File: config.mk
export PLATFORM = sky130hd
export DESIGN_NAME = inverter_ctrl_top
export DESIGN_NICKNAME = d
export VERILOG_FILES = /design/src/rtl/inv_pkg.sv /design/src/rtl/interval_timer.sv /design/src/rtl/spi_sample_reader.sv /design/src/rtl/uart_broadcast_tx.sv /design/src/rtl/frame_sequencer.sv /design/src/rtl/inverter_ctrl_top.sv
export SDC_FILE = /design/constraint.sdc
export NUM_CORES = 1
export LEC_CHECK = 0
export BUFFER_PORTS_ARGS = -buffer_cell sky130_fd_sc_hd__buf_2
export CAP_MARGIN = 20
export CORE_MARGIN = 8
export CORE_UTILIZATION = 30
export DETAILED_ROUTE_END_ITERATION = 10
export MAX_ROUTING_LAYER = met4
export PLACE_DENSITY = 0.51
export SLEW_MARGIN = 30
export SYNTH_ARGS = -nofsm -noshare
export SYNTH_HDL_FRONTEND = slang
export SYNTH_SLANG_ARGS = --single-unit
File: constraint.sdc
create_clock -name clk -period 2.49 [get_ports clk]
set_clock_uncertainty 0.1 [all_clocks]
set_input_delay 0.249 -clock clk [delete_from_list [all_inputs] [get_ports clk]]
set_output_delay 0.249 -clock clk [all_outputs]
set_load 0.03 [all_outputs]
File: src/rtl/inv_pkg.sv
////////////////////
// Shared constants and types for the inverter control core.
// Timing lengths are in clk cycles. Import with inv_pkg::* where needed.
////////////////////
`default_nettype none

package inv_pkg;

    // Power module lines driven by the UART bank
    localparam int NUM_MODULES = 3;

    // Serial timing
    localparam int CLKS_PER_BIT = 4;
    localparam int SPI_HALF_CLKS = 2;
    localparam int BIT_TICK_W = $clog2(CLKS_PER_BIT);
    localparam int SPI_DIV_W = (SPI_HALF_CLKS > 1) ? $clog2(SPI_HALF_CLKS) : 1;

    // Sequencer intervals
    localparam int STARTUP_CLKS = 40;
    localparam int IDLE_CLKS = 120;
    localparam int GAP_CLKS = 30;

    // Pipe command word from the sine table source
    localparam logic [11:0] PIPE_CODE = 12'hFFF;
    localparam logic [3:0] PIPE_ID = 4'hA;

    // One word from the sine table, index in the upper bits
    typedef struct packed {
        logic [11:0] index;
        logic [3:0]  id;
    } sample_t;

    typedef enum logic [1:0] {
        MODE_INIT,
        MODE_IDLE,
        MODE_NORMAL,
        MODE_PIPE
    } ctrl_mode_e;

    typedef enum logic [3:0] {
        STARTUP,
        FIRST_READ,
        IDLE_WAIT,
        READ,
        SEND_HI,
        SEND_LO,
        SHOOT,
        GAP,
        PIPE
    } seq_state_e;

    typedef struct packed {
        logic sclk;
        logic cs_n;
    } spi_lines_t;

endpackage

`default_nettype wire

File: src/rtl/interval_timer.sv
////////////////////
// Down-counting interval timer shared by the startup, idle and gap waits.
// Pulse tim_start with tim_len set; tim_done is high once the count is
// back at zero.
////////////////////
`default_nettype none

module interval_timer (
    input  logic        clk,
    input  logic        reset,
    input  logic        tim_start,
    input  logic [15:0] tim_len,
    output logic        tim_done
);

    logic [15:0] count_q;

    always_ff @(posedge clk) begin
        if (reset) begin
            count_q <= '0;
        end else if (tim_start) begin
            count_q <= tim_len;
        end else if (count_q != '0) begin
            count_q <= count_q - 16'd1;
        end
    end

    // A load in flight hides the old zero count
    assign tim_done = (count_q == '0) && !tim_start;

endmodule

`default_nettype wire

File: src/rtl/spi_sample_reader.sv
////////////////////
// SPI master that fetches one 16-bit sample word per request.
// Data is read MSB first on the rising sclk edge. The word stays on
// sample while spi_ack is high, and ack clears after spi_req drops.
////////////////////
`default_nettype none

module spi_sample_reader
    import inv_pkg::*;
(
    input  logic       clk,
    input  logic       reset,
    input  logic       spi_req,
    input  logic       miso,
    output logic       spi_ack,
    output spi_lines_t spi_out,
    output sample_t    sample
);

    typedef enum logic [1:0] {
        RD_IDLE,
        RD_SHIFT,
        RD_END,
        RD_ACK
    } rd_state_e;

    rd_state_e              rd_state;
    spi_lines_t             lines_q;
    logic [SPI_DIV_W-1:0]   div_q;
    logic [3:0]             bit_cnt;
    logic [15:0]            shift_q;
    logic                   half_end;

    assign half_end = (div_q == SPI_DIV_W'(SPI_HALF_CLKS - 1));

    always_ff @(posedge clk) begin
        if (reset) begin
            rd_state <= RD_IDLE;
            lines_q.sclk <= 1'b0;
            lines_q.cs_n <= 1'b1;
            div_q <= '0;
            bit_cnt <= '0;
        end else begin
            case (rd_state)
                RD_IDLE: begin
                    if (spi_req) begin
                        rd_state <= RD_SHIFT;
                        lines_q.cs_n <= 1'b0;
                        div_q <= '0;
                        bit_cnt <= '0;
                    end
                end
                RD_SHIFT: begin
                    if (half_end) begin
                        div_q <= '0;
                        lines_q.sclk <= ~lines_q.sclk;
                        if (!lines_q.sclk) begin
                            // Rising sclk, slave data has settled
                            shift_q <= {shift_q[14:0], miso};
                        end else if (bit_cnt == 4'd15) begin
                            rd_state <= RD_END;
                            lines_q.cs_n <= 1'b1;
                        end else begin
                            bit_cnt <= bit_cnt + 4'd1;
                        end
                    end else begin
                        div_q <= div_q + 1'b1;
                    end
                end
                RD_END: begin
                    rd_state <= RD_ACK;
                end
                default: begin
                    // Hold the word until the sequencer lets go
                    if (!spi_req) begin
                        rd_state <= RD_IDLE;
                    end
                end
            endcase
        end
    end

    assign spi_ack = (rd_state == RD_ACK);
    assign spi_out = lines_q;
    assign sample = sample_t'(shift_q);

endmodule

`default_nettype wire

File: src/rtl/uart_broadcast_tx.sv
////////////////////
// UART transmitter that broadcasts one byte to every power module.
// Frame is start, 8 data bits LSB first, even parity, stop.
// tx_ack rises after the stop bit and clears once tx_req is low.
////////////////////
`default_nettype none

module uart_broadcast_tx
    import inv_pkg::*;
(
    input  logic                   clk,
    input  logic                   reset,
    input  logic                   tx_req,
    input  logic [7:0]             tx_byte,
    output logic                   tx_ack,
    output logic [NUM_MODULES-1:0] tx_lines
);

    logic                  busy;
    logic [BIT_TICK_W-1:0] tick_q;
    logic [3:0]            bit_cnt;
    logic [10:0]           frame_q;

    always_ff @(posedge clk) begin
        if (reset) begin
            busy <= 1'b0;
            tx_ack <= 1'b0;
            tick_q <= '0;
            bit_cnt <= '0;
        end else if (busy) begin
            if (tick_q == BIT_TICK_W'(CLKS_PER_BIT - 1)) begin
                tick_q <= '0;
                frame_q <= {1'b1, frame_q[10:1]};
                if (bit_cnt == 4'd10) begin
                    busy <= 1'b0;
                    tx_ack <= 1'b1;
                end else begin
                    bit_cnt <= bit_cnt + 4'd1;
                end
            end else begin
                tick_q <= tick_q + 1'b1;
            end
        end else if (tx_ack) begin
            if (!tx_req) begin
                tx_ack <= 1'b0;
            end
        end else if (tx_req) begin
            busy <= 1'b1;
            tick_q <= '0;
            bit_cnt <= '0;
            // Stop, parity, data, start
            frame_q <= {1'b1, ^tx_byte, tx_byte, 1'b0};
        end
    end

    // Same level on every module line, idle high
    assign tx_lines = {NUM_MODULES{busy ? frame_q[0] : 1'b1}};

endmodule

`default_nettype wire

File: src/rtl/frame_sequencer.sv
////////////////////
// Mode and frame state machine of the inverter controller.
// Runs the startup wait, checks the first word for the pipe command, then
// loops read, two UART bytes, shoot and gap. Talks to the SPI reader and
// the UART bank over four-phase req/ack.
////////////////////
`default_nettype none

module frame_sequencer
    import inv_pkg::*;
(
    input  logic        clk,
    input  logic        reset,
    input  logic        tim_done,
    input  logic        spi_ack,
    input  sample_t     sample,
    input  logic        tx_ack,
    output logic        tim_start,
    output logic [15:0] tim_len,
    output logic        spi_req,
    output logic        tx_req,
    output logic [7:0]  tx_byte,
    output logic        shoot,
    output ctrl_mode_e  mode
);

    seq_state_e state;
    logic       tim_armed;
    logic       timed;
    sample_t    sample_q;

    assign timed = (state == STARTUP) || (state == IDLE_WAIT) || (state == GAP);

    // Load the timer once on entry to each timed state
    assign tim_start = timed && !tim_armed;

    always_comb begin
        case (state)
            STARTUP:   tim_len = 16'(STARTUP_CLKS);
            IDLE_WAIT: tim_len = 16'(IDLE_CLKS);
            default:   tim_len = 16'(GAP_CLKS);
        endcase
    end

    always_ff @(posedge clk) begin
        if (reset) begin
            state <= STARTUP;
            tim_armed <= 1'b0;
            spi_req <= 1'b0;
            tx_req <= 1'b0;
        end else begin
            case (state)
                STARTUP, IDLE_WAIT, GAP: begin
                    if (!tim_armed) begin
                        tim_armed <= 1'b1;
                    end else if (tim_done) begin
                        tim_armed <= 1'b0;
                        state <= (state == STARTUP) ? FIRST_READ : READ;
                    end
                end
                FIRST_READ, READ: begin
                    if (!spi_req && !spi_ack) begin
                        spi_req <= 1'b1;
                    end else if (spi_req && spi_ack) begin
                        spi_req <= 1'b0;
                        sample_q <= sample;
                        if (state == READ) begin
                            state <= SEND_HI;
                        end else if (sample.index == PIPE_CODE && sample.id == PIPE_ID) begin
                            state <= PIPE;
                        end else begin
                            state <= IDLE_WAIT;
                        end
                    end
                end
                SEND_HI, SEND_LO: begin
                    if (!tx_req && !tx_ack) begin
                        tx_req <= 1'b1;
                    end else if (tx_req && tx_ack) begin
                        tx_req <= 1'b0;
                        state <= (state == SEND_HI) ? SEND_LO : SHOOT;
                    end
                end
                SHOOT: begin
                    state <= GAP;
                end
                default: begin
                    // Pipe mode is terminal
                    state <= PIPE;
                end
            endcase
        end
    end

    // High byte first, then low nibble with the module id
    assign tx_byte = (state == SEND_LO) ? {sample_q.index[3:0], sample_q.id}
                                        : sample_q.index[11:4];

    assign shoot = (state == SHOOT);

    always_comb begin
        case (state)
            STARTUP, FIRST_READ: mode = MODE_INIT;
            IDLE_WAIT:           mode = MODE_IDLE;
            PIPE:                mode = MODE_PIPE;
            default:             mode = MODE_NORMAL;
        endcase
    end

endmodule

`default_nettype wire

File: src/rtl/inverter_ctrl_top.sv
////////////////////
// Top level of the inverter control core.
// Connects the sequencer, interval timer, SPI sample reader and the UART
// broadcast bank on a single clock.
////////////////////
`default_nettype none

module inverter_ctrl_top
    import inv_pkg::*;
(
    input  logic                   clk,
    input  logic                   reset,
    input  logic                   miso,
    output spi_lines_t             spi_out,
    output logic [NUM_MODULES-1:0] tx_lines,
    output logic                   shoot,
    output ctrl_mode_e             mode
);

    logic        tim_start;
    logic [15:0] tim_len;
    logic        tim_done;
    logic        spi_req;
    logic        spi_ack;
    sample_t     sample;
    logic        tx_req;
    logic        tx_ack;
    logic [7:0]  tx_byte;

    frame_sequencer u_seq (
        .clk       (clk),
        .reset     (reset),
        .tim_done  (tim_done),
        .spi_ack   (spi_ack),
        .sample    (sample),
        .tx_ack    (tx_ack),
        .tim_start (tim_start),
        .tim_len   (tim_len),
        .spi_req   (spi_req),
        .tx_req    (tx_req),
        .tx_byte   (tx_byte),
        .shoot     (shoot),
        .mode      (mode)
    );

    interval_timer u_timer (
        .clk       (clk),
        .reset     (reset),
        .tim_start (tim_start),
        .tim_len   (tim_len),
        .tim_done  (tim_done)
    );

    spi_sample_reader u_spi (
        .clk     (clk),
        .reset   (reset),
        .spi_req (spi_req),
        .miso    (miso),
        .spi_ack (spi_ack),
        .spi_out (spi_out),
        .sample  (sample)
    );

    uart_broadcast_tx u_uart (
        .clk      (clk),
        .reset    (reset),
        .tx_req   (tx_req),
        .tx_byte  (tx_byte),
        .tx_ack   (tx_ack),
        .tx_lines (tx_lines)
    );

endmodule

`default_nettype wire

==> metrics.txt <==
I/O pins 11; Sw Pwr 0.001504 W; Worst Hold Class in -> reg; hold path startpoint reset; Detailed Routing Iterations Pass 1 4; cells after synthesis 369; max frequency 0.4764 GHz; die width 129.6 um; die area 16800 sq um; RePlAce Congestion 0.7642; max-cap violations 0; final wirelength 6.901 mm; clk slew on worst S/H paths 0.06 ns; startpoint types flop; DP HPWL 4.699 mm; largest net degree at the start of global routing 27; worst skew pair latency 0.33 ns; R2R Path Start u_seq.state[2]; DP Area 4134 sq um; crit-path cells nor3b_1, and2_1, mux2i_1, o21ai_0; Buffers on Ports 10; total global-route track usage 8.850%; ys flop type edfxtp_1; met2 usage 13.17%; WHS Path Cells 2; Max IR drop VDD 0.4754 mV; total clock buffers created by CTS 9; FF-to-FF setup slack 0.39 ns; Internal 0.002894 W; EDFF count, synth 42; CP top delay family simple AND/OR/NAND/NOR gates; worst slew pin tran 0.5725 ns; Hold Crit Endpoint u_spi.div_q; Remaining Overflow, GRT 0; Avg Vias per Cell 4.682; first-pass GRT wire length 11.41 mm; Syn. warnings 0; Pleak 1.560 nW; worst path bufs/invs 0; residual DRC count 0; grt met1 use 10.76%; CP peak stage delay 0.57 ns; Sw Ratio 34.20%; Core ar. 12620 sq um; Clk pwr share 30.0%; Comb pwr share 31.3%; Mean Syn Cell Area 10.50 sq um; Multi-input gate area 1690 sq um; Area growth, synth to finish 14.57%; Pwr per Cell Area 990.8 nW/um^2; Design Power 0.004397 W; FILL cells 1305; mapped cell area 3874 sq um; Slew HR 61.48%; Crit path arrival time 2.08 ns; crit path launch u_seq.state[2]; Post-CTS Setup Bufs 0; FP Rows 41; asr flop ratio synth 0%; H-tree levels 3; crit path kind reg -> reg; initial antenna violation count 0; CTS root buffer clkbuf_16; register bit total from synthesis 82; CP Capture Type flop; Routed wire per std cell 12.32 um; post-synth cell types 50; Final Net Count 401; Worst path slowest cell dfxtp_1; sequential power share 38.6%; reg-to-reg endpoint u_uart.frame_q[2]; Initial DRC Count 107; TNS Setup 0 ns; RSZ-0062 raised after global routing no; Routed Antenna Nets 0; Final min period 2.099 ns; Pins Over Slew Limit 0; FF-to-FF path depth 4; period utilization 84.29%; worst path required time 2.47 ns; Seq. cell area 2062 sq um; number of clock sinks 82; # resized after CTS 0; CTS tree built; Inserted Diodes 0; sequential share of the synthesized area 53.23%; Die H 129.6 um; Starting Density 30.70%; GRT busiest layer met2; Util after Layout 35.17%; Hold WS 0.2206 ns; design area 4438 sq um; vias in the first global route 2422; Final Hold Fails 0; Longest Clk Path Bufs 2; share of layout cells above drive strength 1 10.82%; Mapped Nets 387; Finish-stage setup viols 0; status finished clean; cts hold-fix bufs 1; met3 Resource Use GR 2.958%; via count 2622; crit-path max FO 12
## power by group through the flow
stage / logic (W) / registers, W / clock network, W
after floorplan: 0.00113 / 0.00169 / 0
after global placement: 0.00137 / 0.00172 / 0
after detailed placement: 0.00137 / 0.00173 / 0
after CTS: 0.00139 / 0.00170 / 0.00136
after global routing: 0.00153 / 0.00172 / 0.00141
final: 0.00138 / 0.00170 / 0.00132
## final cells by class
cell class | instances | share of cell area (%)
Sequential cell | 82 | 46.46
Multi-Input combinational cell | 255 | 38.09
Timing Repair Buffer | 18 | 2.537
Tap cell | 172 | 4.849
Inverter | 17 | 1.438
Clock buffer | 9 | 5.075
Clock inverter | 7 | 1.551
## through the flow
stage | worst slack [ns] | cells
3_3_place_gp | 0.4336 | 543
4_1_cts | 0.3905 | 560
6_report | 0.3911 | 560
2_1_floorplan | 0.3957 | 369
3_5_place_dp | 0.3961 | 543
5_1_grt | 0.2030 | 560
## sequential cells by signal (all words and copies together) (netlist names), 2 cells and up
name	count
u_uart.frame_q	10
u_seq.sample_q	16
u_seq.state	4
u_spi.bit_cnt	4
u_uart.bit_cnt	4
u_spi.sample	16
u_timer.count_q	16
u_spi.spi_out	2
u_spi.rd_state	2
u_uart.tick_q	2
## cells in the mapped netlist (all sizes together) (11+ instances only)
library cell  count  share of area (%)
inv              17                1.6
xnor2            15                3.4
nor3             15                1.9
nand3            11                1.4
o21ai            17                2.2
nor2             41                4.0
mux2i            12                3.1
nand4            12                1.9
xor2             17                3.8
dfxtp            40                 21
a21oi            15                1.9
edfxtp           42                 33
ha               15                4.8
nand2            29                2.8
## worst reg2reg max path: stages, from the launching register on
cell and delay [ns]:
dfxtp_1 0.57, nor3b_1 0.33, and2_1 0.51, mux2i_1 0.26
o21ai_0 0.09
## per-layer routing
metal | up-vias | routed length [um]
met2 | 35 | 3212
li1 | 1344 | -
met3 | 9 | 208
met4 | 0 | 85
met1 | 1234 | 3395
met5 | - | 0
## cells in the final DEF, fill, tap and decap left out, types with 3 or more instances in the layout
master and count:
buf_2 10, clkbuf_16 9, a21oi_1 15, nand4_1 12
xor2_1 17, or3_1 3, inv_1 17, nor2_1 40
nor3b_1 3, mux2i_1 12, nand2b_1 5, dfxtp_1 40
buf_4 7, a31oi_1 3, xnor2_1 15, nand3_1 11
and2_1 3, nor3_1 13, edfxtp_1 42, nand2_1 29
a211oi_1 3, o21ai_0 17, ha_1 15, and3_1 6
nor4_1 3
## worst max-delay path by stage
stage	end	slack (ns)	depth (start not counted)
2_1_floorplan	u_seq.sample_q[0]	0.40	5
3_3_place_gp	u_seq.state[0]	0.43	7
3_5_place_dp	u_uart.frame_q[7]	0.40	4
4_1_cts	u_uart.frame_q[1]	0.39	4
5_1_grt	u_uart.frame_q[1]	0.20	4
6_report	u_uart.frame_q[2]	0.39	4
## kinds of logic (layout without fill, tap and decap cells)
group	after synthesis	in the layout	synth area share [%]
DFF	82	82	53.23
buffers and inverters	32	51	3.391
muxes	13	13	3.392
and+or+nand+nor	143	143	19.25
AOI/OAI and AO/OA	52	52	8.657
xor gates and xnor gates	32	32	7.235
adders and majority gates	15	15	4.845
(Power assumes the default switching activity.)
